### src/design/isaPkg.sv
/*
   isaPkg: word width, register index, opcodes and field layout of the
   16-bit ISA, with small helpers that slice an instruction word.
*/
package isaPkg;

   localparam int WORD_BITS = 16;

   typedef logic [2:0] regIdx_t;

   // Opcode lives in bits 15..11; unlisted codes behave as NOP.
   typedef enum logic [4:0] {
      OP_NOP  = 5'b00000,
      OP_ADD  = 5'b00001,
      OP_ADDI = 5'b00010,
      OP_LD   = 5'b00011,
      OP_ST   = 5'b00100,
      OP_J    = 5'b00101,
      OP_HALT = 5'b11111
   } opcode_e;

   localparam int OP_LSB    = 11;
   localparam int RS_LSB    = 8;
   localparam int RT_LSB    = 5;
   localparam int RD_LSB    = 2;
   localparam int JOFF_BITS = 11;

   function automatic opcode_e opOf(input logic [WORD_BITS-1:0] instr);
      return opcode_e'(instr[OP_LSB +: 5]);
   endfunction

   function automatic regIdx_t rsOf(input logic [WORD_BITS-1:0] instr);
      return instr[RS_LSB +: 3];
   endfunction

   function automatic regIdx_t rtOf(input logic [WORD_BITS-1:0] instr);
      return instr[RT_LSB +: 3];
   endfunction

   function automatic regIdx_t rdOf(input logic [WORD_BITS-1:0] instr);
      return instr[RD_LSB +: 3];
   endfunction

   // Signed word offset of a jump.
   function automatic logic [JOFF_BITS-1:0] jOffOf(input logic [WORD_BITS-1:0] instr);
      return instr[JOFF_BITS-1:0];
   endfunction

endpackage

### src/design/pipePkg.sv
/*
   pipePkg: slot records that move between the fetch, decode and the
   X/M/W stages of the front end.
*/
package pipePkg;

   import isaPkg::*;

   // Raw fetched word as it enters IF/ID.
   typedef struct packed {
      logic                 valid;
      logic [WORD_BITS-1:0] pc;
      logic [WORD_BITS-1:0] instr;
   } fetchSlot_t;

   // Decoded slot carried through X, M and W.
   typedef struct packed {
      logic                 valid;
      logic [WORD_BITS-1:0] pc;
      logic [WORD_BITS-1:0] instr;
      logic                 regWrt;
      regIdx_t              wrtReg;
      logic                 isLoad;
      logic                 isJump;
      logic                 isHalt;
      logic [WORD_BITS-1:0] jumpTarget;
      // EX to EX forwarding.
      logic                 x2xA;
      logic                 x2xB;
      // MEM to EX forwarding.
      logic                 m2xA;
      logic                 m2xB;
   } stageSlot_t;

endpackage

### src/design/instrMem.sv
/*
   instrMem: word-wide instruction memory. Reads are combinational from a
   byte address, writes come in through the load port on a clock edge.
*/
`timescale 1ns/1ps
`default_nettype none
module instrMem
   import isaPkg::*;
#(
   parameter int MEM_WORDS = 256
) (
   input  wire logic                         clk,
   input  wire logic                         loadEn,
   input  wire logic [$clog2(MEM_WORDS)-1:0] loadAddr,
   input  wire logic [WORD_BITS-1:0]         loadData,
   input  wire logic [WORD_BITS-1:0]         addr,
   output logic      [WORD_BITS-1:0]         rdata
);

   localparam int ADDR_BITS = $clog2(MEM_WORDS);

   logic [WORD_BITS-1:0] mem [MEM_WORDS];

   // Load port, used by the testbench while fetch is idle.
   always_ff @(posedge clk) begin
      if (loadEn) begin
         mem[loadAddr] <= loadData;
      end
   end

   // Byte address to word index; range is checked by the fetch stage.
   assign rdata = mem[addr[ADDR_BITS:1]];

endmodule
`default_nettype wire

### src/design/fetchStage.sv
/*
   fetchStage: program counter with +2 step and jump redirect, plus the
   halted and sticky error flags. Reads the instruction memory it owns.
*/
`timescale 1ns/1ps
`default_nettype none
module fetchStage
   import isaPkg::*;
   import pipePkg::*;
#(
   parameter int MEM_WORDS = 256
) (
   input  wire logic                         clk,
   input  wire logic                         rstN,
   input  wire logic                         run,
   input  wire logic                         fetchHold,
   input  wire logic                         haltSeen,
   input  wire logic                         redirect,
   input  wire logic [WORD_BITS-1:0]         redirectPc,
   input  wire logic                         loadEn,
   input  wire logic [$clog2(MEM_WORDS)-1:0] loadAddr,
   input  wire logic [WORD_BITS-1:0]         loadData,
   output fetchSlot_t                        fetchOut,
   output logic                              halted,
   output logic                              err
);

   // First byte address past the end of memory.
   localparam logic [WORD_BITS:0] PC_LIMIT = (WORD_BITS+1)'(2 * MEM_WORDS);

   logic [WORD_BITS-1:0] pc;
   logic [WORD_BITS-1:0] rdata;
   logic [WORD_BITS:0]   pcSum;
   logic                 inRange;
   logic                 fetchActive;
   logic                 fetchValid;
   logic                 fetchBad;

   instrMem #(.MEM_WORDS(MEM_WORDS)) mem (
      .clk(clk),
      .loadEn(loadEn),
      .loadAddr(loadAddr),
      .loadData(loadData),
      .addr(pc),
      .rdata(rdata)
   );

   // Carry out of bit 15 means the increment wrapped past FFFE.
   assign pcSum       = {1'b0, pc} + (WORD_BITS+1)'(2);
   assign inRange     = {1'b0, pc} < PC_LIMIT;
   assign fetchActive = run & ~halted & ~err & ~haltSeen;
   assign fetchValid  = fetchActive & inRange;
   assign fetchBad    = fetchActive & ~fetchHold & ~redirect & (~inRange | pcSum[WORD_BITS]);

   assign fetchOut.valid = fetchValid;
   assign fetchOut.pc    = pc;
   assign fetchOut.instr = rdata;

   always_ff @(posedge clk) begin
      if (!rstN) begin
         pc     <= '0;
         halted <= 1'b0;
         err    <= 1'b0;
      end else begin
         if (haltSeen) begin
            halted <= 1'b1;
         end
         if (fetchBad) begin
            err <= 1'b1;
         end
         // Redirect from W outranks any hold.
         if (redirect) begin
            pc <= redirectPc;
         end else if (fetchValid && !fetchHold && !pcSum[WORD_BITS]) begin
            pc <= pcSum[WORD_BITS-1:0];
         end
      end
   end

endmodule
`default_nettype wire

### src/design/pipeReg.sv
/*
   pipeReg: one stage register for any slot type with a valid bit.
   Squash drops a bubble in, hold keeps the current contents.
*/
`timescale 1ns/1ps
`default_nettype none
module pipeReg
   import pipePkg::*;
#(
   parameter type payload_t = fetchSlot_t
) (
   input  wire logic clk,
   input  wire logic rstN,
   input  wire logic hold,
   input  wire logic squash,
   input  payload_t  d,
   output payload_t  q
);

   // Only the valid bit is cleared; the rest is don't-care in a bubble.
   always_ff @(posedge clk) begin
      if (!rstN || squash) begin
         q.valid <= 1'b0;
      end else if (!hold) begin
         q <= d;
      end
   end

endmodule
`default_nettype wire

### src/design/hazardUnit.sv
/*
   hazardUnit: decodes the IF/ID word, stalls on load-use, holds fetch
   while a jump drains to W, flags halt, and picks forwarding paths.
*/
`timescale 1ns/1ps
`default_nettype none
module hazardUnit
   import isaPkg::*;
   import pipePkg::*;
(
   input  fetchSlot_t           decSlot,
   input  stageSlot_t           xSlot,
   input  stageSlot_t           mSlot,
   input  stageSlot_t           wSlot,
   output stageSlot_t           issueNext,
   output logic                 fetchHold,
   output logic                 ifIdHold,
   output logic                 ifIdSquash,
   output logic                 haltSeen,
   output logic                 redirect,
   output logic [WORD_BITS-1:0] redirectPc
);

   regIdx_t              srcA;
   regIdx_t              srcB;
   regIdx_t              dst;
   logic                 readA;
   logic                 readB;
   logic                 writes;
   logic                 isLoad;
   logic                 isJump;
   logic                 isHalt;
   logic                 loadUse;
   logic                 jumpBusy;
   logic                 x2xA;
   logic                 x2xB;
   logic                 m2xA;
   logic                 m2xB;
   logic [WORD_BITS-1:0] jumpTarget;
   logic [JOFF_BITS-1:0] jOff;

   // True when a real source matches what a valid slot will write.
   function automatic logic hits(input logic used, input regIdx_t src, input stageSlot_t s);
      return used & s.valid & s.regWrt & (src == s.wrtReg);
   endfunction

   always_comb begin
      srcA   = rsOf(decSlot.instr);
      srcB   = rtOf(decSlot.instr);
      dst    = rtOf(decSlot.instr);
      readA  = 1'b0;
      readB  = 1'b0;
      writes = 1'b0;
      isLoad = 1'b0;
      isJump = 1'b0;
      isHalt = 1'b0;
      case (opOf(decSlot.instr))
         OP_ADD: begin
            readA  = 1'b1;
            readB  = 1'b1;
            writes = 1'b1;
            dst    = rdOf(decSlot.instr);
         end
         OP_ADDI: begin
            readA  = 1'b1;
            writes = 1'b1;
         end
         OP_LD: begin
            readA  = 1'b1;
            writes = 1'b1;
            isLoad = 1'b1;
         end
         OP_ST: begin
            readA = 1'b1;
            readB = 1'b1;
         end
         OP_J:    isJump = 1'b1;
         OP_HALT: isHalt = 1'b1;
         default: ;
      endcase
   end

   // Target is pc + 2 + 2 * sign-extended word offset.
   assign jOff       = jOffOf(decSlot.instr);
   assign jumpTarget = decSlot.pc + WORD_BITS'(2) + {{(WORD_BITS-JOFF_BITS-1){jOff[JOFF_BITS-1]}},
                                                     jOff, 1'b0};

   assign loadUse = decSlot.valid & xSlot.isLoad &
                    (hits(readA, srcA, xSlot) | hits(readB, srcB, xSlot));

   // A load result is not ready in X, so only M may forward it.
   assign x2xA = hits(readA, srcA, xSlot) & ~xSlot.isLoad;
   assign x2xB = hits(readB, srcB, xSlot) & ~xSlot.isLoad;
   assign m2xA = hits(readA, srcA, mSlot) & ~x2xA;
   assign m2xB = hits(readB, srcB, mSlot) & ~x2xB;

   assign jumpBusy   = (decSlot.valid & isJump) | (xSlot.valid & xSlot.isJump) |
                       (mSlot.valid & mSlot.isJump);
   assign redirect   = wSlot.valid & wSlot.isJump;
   assign redirectPc = wSlot.jumpTarget;
   assign haltSeen   = decSlot.valid & isHalt;

   assign fetchHold  = loadUse | jumpBusy;
   assign ifIdHold   = loadUse;
   assign ifIdSquash = jumpBusy | redirect | haltSeen;

   always_comb begin
      issueNext.valid      = decSlot.valid & ~loadUse;
      issueNext.pc         = decSlot.pc;
      issueNext.instr      = decSlot.instr;
      issueNext.regWrt     = writes;
      issueNext.wrtReg     = dst;
      issueNext.isLoad     = isLoad;
      issueNext.isJump     = isJump;
      issueNext.isHalt     = isHalt;
      issueNext.jumpTarget = jumpTarget;
      issueNext.x2xA       = x2xA;
      issueNext.x2xB       = x2xB;
      issueNext.m2xA       = m2xA;
      issueNext.m2xB       = m2xB;
   end

endmodule
`default_nettype wire

### src/design/frontEnd.sv
/*
   frontEnd: instruction front end. Fetch feeds IF/ID, the hazard unit
   issues into X, and X/M/W slots feed back for hazards and redirects.
*/
`timescale 1ns/1ps
`default_nettype none
module frontEnd
   import isaPkg::*;
   import pipePkg::*;
#(
   parameter int MEM_WORDS = 256
) (
   input  wire logic                         clk,
   input  wire logic                         rstN,
   input  wire logic                         loadEn,
   input  wire logic [$clog2(MEM_WORDS)-1:0] loadAddr,
   input  wire logic [WORD_BITS-1:0]         loadData,
   input  wire logic                         run,
   output stageSlot_t                        issue,
   output logic                              halted,
   output logic                              err
);

   fetchSlot_t           fetchOut;
   fetchSlot_t           decSlot;
   stageSlot_t           issueNext;
   stageSlot_t           xSlot;
   stageSlot_t           mSlot;
   stageSlot_t           wSlot;
   logic                 fetchHold;
   logic                 ifIdHold;
   logic                 ifIdSquash;
   logic                 haltSeen;
   logic                 redirect;
   logic [WORD_BITS-1:0] redirectPc;

   fetchStage #(.MEM_WORDS(MEM_WORDS)) fetch (
      .clk(clk), .rstN(rstN), .run(run),
      .fetchHold(fetchHold), .haltSeen(haltSeen),
      .redirect(redirect), .redirectPc(redirectPc),
      .loadEn(loadEn), .loadAddr(loadAddr), .loadData(loadData),
      .fetchOut(fetchOut), .halted(halted), .err(err)
   );

   pipeReg #(.payload_t(fetchSlot_t)) ifIdReg (
      .clk(clk), .rstN(rstN), .hold(ifIdHold), .squash(ifIdSquash),
      .d(fetchOut), .q(decSlot)
   );

   hazardUnit hazard (
      .decSlot(decSlot), .xSlot(xSlot), .mSlot(mSlot), .wSlot(wSlot),
      .issueNext(issueNext), .fetchHold(fetchHold), .ifIdHold(ifIdHold),
      .ifIdSquash(ifIdSquash), .haltSeen(haltSeen),
      .redirect(redirect), .redirectPc(redirectPc)
   );

   // Later stages never stall; bubbles come from the hazard unit.
   pipeReg #(.payload_t(stageSlot_t)) xReg (
      .clk(clk), .rstN(rstN), .hold(1'b0), .squash(1'b0), .d(issueNext), .q(xSlot)
   );

   pipeReg #(.payload_t(stageSlot_t)) mReg (
      .clk(clk), .rstN(rstN), .hold(1'b0), .squash(1'b0), .d(xSlot), .q(mSlot)
   );

   pipeReg #(.payload_t(stageSlot_t)) wReg (
      .clk(clk), .rstN(rstN), .hold(1'b0), .squash(1'b0), .d(mSlot), .q(wSlot)
   );

   assign issue = xSlot;

endmodule
`default_nettype wire

### config.mk
export PLATFORM = sky130hd
export DESIGN_NAME = frontEnd
export DESIGN_NICKNAME = d
export VERILOG_FILES = /design/src/design/isaPkg.sv /design/src/design/pipePkg.sv /design/src/design/instrMem.sv /design/src/design/fetchStage.sv /design/src/design/pipeReg.sv /design/src/design/hazardUnit.sv /design/src/design/frontEnd.sv
export SDC_FILE = /design/constraint.sdc
export NUM_CORES = 2
export LEC_CHECK = 0
export BUFFER_PORTS_ARGS = -buffer_cell sky130_fd_sc_hd__buf_2
export CORE_UTILIZATION = 63
export CTS_BUF_LIST = sky130_fd_sc_hd__clkbuf_16
export DETAILED_ROUTE_END_ITERATION = 8
export PLACE_DENSITY = 0.79
export REMOVE_ABC_BUFFERS = 1
export SLEW_MARGIN = 15
export SYNTH_ARGS = -nofsm -noshare
export SYNTH_HDL_FRONTEND = slang
export SYNTH_SLANG_ARGS = --single-unit
### constraint.sdc
create_clock -name clk -period 3.9 [get_ports clk]
set_input_delay 0.78 -clock clk [delete_from_list [all_inputs] [get_ports clk]]
set_output_delay 0.78 -clock clk [all_outputs]
set_load 0.01 [all_outputs]
## Word-level counts from Yosys, hierarchy flattened

Memory sizes are Yosys's and may differ from the RTL's. A register that Yosys moved wholly into a read port is not among the register bits.
Index checks and enable logic that the tools add are counted.

| word-level totals | value |
|---|---|
| RAM bits | 4096 |
| memories | 1 |
| flip-flop bits (word level) | 135 |
| logic and storage cells | 112 |
| bits of input ports | 28 |
| output and inout bits | 62 |

| cells by class | value |
|---|---|
| bitwise logic cells | 49 |
| reductions and logical operators | 11 |
| mux-type cells | 11 |
| add/subtract/negate cells | 3 |
| equality and inequality tests | 10 |
| magnitude comparators | 1 |

Memories:

| name | words | bits a word | read ports | clocked after memory_dff | wr ports | RTL line | text |
|---|---|---|---|---|---|---|---|
| fetch.mem.mem | 256 | 16 | 1 | 1 | 1 | instrMem.sv:22 | `logic [WORD_BITS-1:0] mem [MEM_WORDS];` |

Operator list:

| kind | number |
|---|---|
| $mux 16 | 2 |
| $and 1x1->1 | 31 |
| $add 16x2->17 const B | 1 |
| $add 16x16->16 | 1 |
| $add 16x2->16 const B | 1 |
| $lt 16x10->1 const B | 1 |
| $eq 3x3->1 | 4 |
| $not 1->1 | 11 |
| $eq 5x2->1 const B | 2 |
| $eq 5x3->1 const B | 2 |
| $mux 1 | 8 |
| $or 1x1->1 | 7 |
| $eq 5x1->1 const B | 1 |
| $eq 5x5->1 const B | 1 |
| $reduce_or 4->1 | 1 |
| $logic_not 1->1 | 3 |
| $mux 3 | 1 |
| $reduce_or 3->1 | 1 |
| $logic_and 1x1->1 | 2 |
| $reduce_and 2->1 | 1 |
| $reduce_bool 2->1 | 1 |
| $reduce_or 2->1 | 1 |
| $logic_or 1x1->1 | 1 |

## Logic depth before layout (Yosys ltp)

| depth | value |
|---|---|
| depth after elaboration | 14 |
| mapped depth | 13 |
| mapped depth without buffers | 13 |

## Hierarchy

A second synthesis with hierarchy kept.

| second synthesis, totals | value |
|---|---|
| cells, all modules | 7885 |
| area, all modules | 167391.8 sq um |

Modules (own cells, without submodules):

| module | seq. area each (sq um) | cells an instance | area an instance (sq um) | instances |
|---|---|---|---|---|
| instrMem | 122998.0 | 7344 | 158394.4 | 1 |
| pipeReg (mReg ...) | 1791.7 | 64 | 1815.5 | 3 |
| hazardUnit | 0.0 | 219 | 1656.6 | 1 |
| pipeReg (ifIdReg) | 980.9 | 37 | 1004.7 | 1 |
| fetchStage | 360.3 | 92 | 885.8 | 1 |
| frontEnd | 0.0 | 1 | 3.8 | 1 |

## Worst setup path after synthesis

OpenSTA, ideal clock, no wires.

| timing path | value |
|---|---|
| path type | reg2reg |
| from | reg, netlist name ifIdReg.q[12] |
| to | reg, netlist name ifIdReg.q[0] |
| path buffers | 0 |
| slack | 0.689 ns |
| setup time | 0.426 ns |
| stages on the path, launching flop included | 6 |
| required time | 3.474 ns |
| clock period less this slack | 3.211 ns |
| arrival | 2.784 ns |
| cell sequence | edfxtp_1 > or3_1 > nand3_1 > or4_1 > a21o_1 > nor2b_1 |

| on the way | value |
|---|---|
| longest elaborated chain between the ends | 10 |
| elaborated cells on any way between the ends | 30 |
| those cells by class | eq/ne: 6; mux: 4; bitwise: 16; reduce/logical: 4 |

RTL lines:

| element | RTL line | text |
|---|---|---|
| $eq 5x3->1, or another cell as far along | hazardUnit.sv:57 | `case (opOf(decSlot.instr))` |
| $reduce_or 4->1 (no line), or another cell as far along | - |  |
| $mux 1 / $and 1x1->1 (equally long branches) | hazardUnit.sv:57, hazardUnit.sv:97 |  |
| $and 1x1->1 / $or 1x1->1 (equally long branches) (2 in a row) | hazardUnit.sv:44, hazardUnit.sv:97 |  |
| $and 1x1->1 / $or 1x1->1 (equally long branches) | hazardUnit.sv:44, hazardUnit.sv:105 |  |
| $or 1x1->1 (on tied branches) | hazardUnit.sv:89, hazardUnit.sv:105 |  |
| $and 1x1->1 / $logic_or 1x1->1 (equally long branches) | hazardUnit.sv:88, pipeReg.sv:22 |  |
| $not 1->1 (no line) | - |  |
| $reduce_and 2->1 (no line) * | - |  |

Mark *: on every way between the ends. The rest lies on a longest branch, timed or not.
A chain may end at the register's enable or synchronous reset.

==> qor.csv <==
metric,value,unit
status,finished with violations,
failing checks,negative setup slack,
nets,8458,
Synth area leader,edfxtp_1,
clock skew,51.55,ps
Yosys warnings,0,
starting density of the core,0.6361,
"most common cell after layout, fill and taps aside",edfxtp_1,
Mean Syn Cell Area,21.75,um2
Layout Utilization,0.7227,
Synth Cell Area,163900,um2
Slew @ Worst Pin,1448,ps
asr flop ratio synth,0,
Slew Limit Fails,0,
Starting DRT DRC Count,17710,
"EDFF count, synth",4224,
CP Data Arrival Time,5030,ps
max cap viols,0,
Leak Pwr,59.26,nW
Area contributors post-synth,"edfxtp_1, mux4_2, mux2i_1",
DP HPWL,295800,um
clock share of power,0.391,
setup TNS,-417.7,ps
Residual DRC,0,
internal power,76.30,mW
Area Growth Syn to Fin,13.61,%
worst path cell trace,buf_12 -> buf_12 -> buf_4 -> mux2i_1 -> a221oi_1 -> buf_4 -> a21oi_1 -> nor2_1 -> o221ai_1 -> a21oi_1 -> o221a_2,
CTS Root Cell,clkbuf_16,
final hold violation count,0,
Period minus WS final,4162,ps
Min Hold Slack,244.7,ps
Post-Place Worst Slack,-252.6,ps
Critical Path End Type,flip-flop,
clk sinks,4246,
Cells after Synth,7535,
Final ANT Viol Nets,0,
CP Launch Type,flip-flop,
WS Path Type,reg2reg,
Worst-path clk slew,60,ps
f_max,0.2403,GHz
largest net degree at the start of global routing,129,
switching share of total power,0.2298,
Final WS setup,-261.7,ps
sequential share of the synthesized area,0.7767,
grt total ovfl,0,
Inserted Clock Buffers,411,
slack of the worst reg-to-reg path,-260,ps
WL per Instance,41.75,um
Cell Rows,186,
HP Class,in2reg,
die width,512.0,um
Initial DRT Pass Iterations,7,
Net Switching,22.76,mW
CTS max path bufs,4,
All-Layer GR Usage,0.3857,
Die ar.,262200,um2
library cells used by synthesis,79,
Seq cells post-synth,4246,
fraction of final layout cells sized beyond drive strength 1,0.2749,
Vias/cell,7.518,
"Clk Latency, worst-skew pair",1030,ps
post-route clock period utilization,1.067,
Seq pwr share,0.512,
CP peak stage delay,780,ps
Finish-stage setup viols,7,
IO Port Bufs,89,
"commonest cells after routing, fill and taps aside","edfxtp_1, mux4_2, buf_4",
CP required,4770,ps
first-pass GRT wire length,692400,um
Die H,512.0,um
top_reg_cell synth,edfxtp_1,
largest fanout on the critical path,20,
Critical Path Slowest Stage Cell,a221oi_1,
IO Pins,90,
hold depth,1,
TritonCTS clock tree,built,
H-tree levels,5,
total design power,99.07,mW
PwrDens,532.1,nW/um2
r2r worst-path depth,11,
initial antenna violation count,47,
DR vias,91110,
core box area,257600,um2
combinational power share,0.097,
relative slew slack,0.03464,
vias in the first global route,88960,
routed wire length,506000,um
routability cong.,0.9978,
Yosys top cell area share,0.7740,
Peak VDD IR,0.3995,mV
repair_timing:
| item | in CTS | in global routing |
|---|---|---|
| gates resized for setup | 7 | 14 |
| hold buffers | 0 | 0 |
| cloned | 0 | 1 |
| setup buffers | 0 | 2 |
| pin swaps | 0 | 2 |
| endpoints found under the setup margin | 5 | 8 |
critical path: cells and delay by family (launching register included):
kind / cells / cell delay, ps
AOI/OAI and AO/OA: 5 / 2120
buffers and inverters: 4 / 870
and+or+nand+nor: 1 / 410
DFF: 1 / 370
muxes: 1 / 170
per-layer routing:
metal | routed length (um) | track usage | part of all wire | vias to the layer above
met5 | 339 | 0.0007306 | 0.00067 | -
met4 | 38470 | 0.2279 | 0.076 | 44
met1 | 153500 | 0.4955 | 0.30 | 45500
met3 | 91430 | 0.1553 | 0.18 | 2100
met2 | 222300 | 0.5596 | 0.44 | 9928
li1 | - | - | - | 33540
final timing paths:
| kind | start | endpoint |
|---|---|---|
| setup / recovery | fetch.pc[1] | ifIdReg.q[6] |
| setup reg to reg | fetch.pc[1] | ifIdReg.q[6] |
| hold / removal | loadData[13] | fetch.mem.mem[174][13] |
| hold reg to reg | ifIdReg.q[16] | xReg.q[4] |
cell type report:
class	instances	area [um2]
repair buffers	887	7840
multi-input cells	2835	33850
fillers	13520	71440
inverters	20	85.08
clock inverters	305	2341
flip-flops and latches	4246	127300
well taps	3384	4234
clock buffers	418	10460
diodes	24	60.06
metrics by stage:
step                      cell area [um2]  instances
after detailed placement           173100      11370
after global routing               186100      12100
after CTS                          186000      12090
final                              186200      12120
after global placement             173100      11370
after floorplan                    161000       7101
synth_stat cells (28+ instances only):
cell type	number
a211oi_1	35
a21oi_1	195
a221oi_1	81
a22o_1	36
a22oi_1	150
buf_2	109
buf_4	61
buf_6	58
buf_8	33
clkbuf_1	144
edfxtp_1	4224
ha_1	28
mux2i_1	351
mux4_1	39
mux4_2	875
nand2_1	142
nand3_1	83
nor2_1	340
o21ai_0	77
o221ai_1	47
o22ai_1	46
xnor2_1	28
kinds of logic after synthesis:
group                      share of synthesized area
DFF                                           0.7767
muxes                                         0.1489
AOI/OAI and AO/OA                            0.03316
and+or+nand+nor                              0.01917
buffers and inverters                        0.01807
xor gates and xnor gates                    0.001710
adders and majority gates                   0.002260
state kept, by name, summed over array words and instances (netlist names):
signal / flops
fetch.err: 1
fetch.mem.mem: 4096
xReg.q: 59
fetch.halted: 1
wReg.q: 18
ifIdReg.q: 33
fetch.pc: 16
mReg.q: 22
power groups by stage:
stage / Sequential (mW) / Clock (mW) / Combinational [mW]
2_1_floorplan: 52.0 / 0 / 6.91
4_1_cts: 50.7 / 38.6 / 9.25
3_5_place_dp: 51.7 / 0 / 9.05
6_report: 50.7 / 38.7 / 9.61
5_1_grt: 50.7 / 40.2 / 9.74
3_3_place_gp: 51.7 / 0 / 8.86
Power figures use the tool's default switching activity.
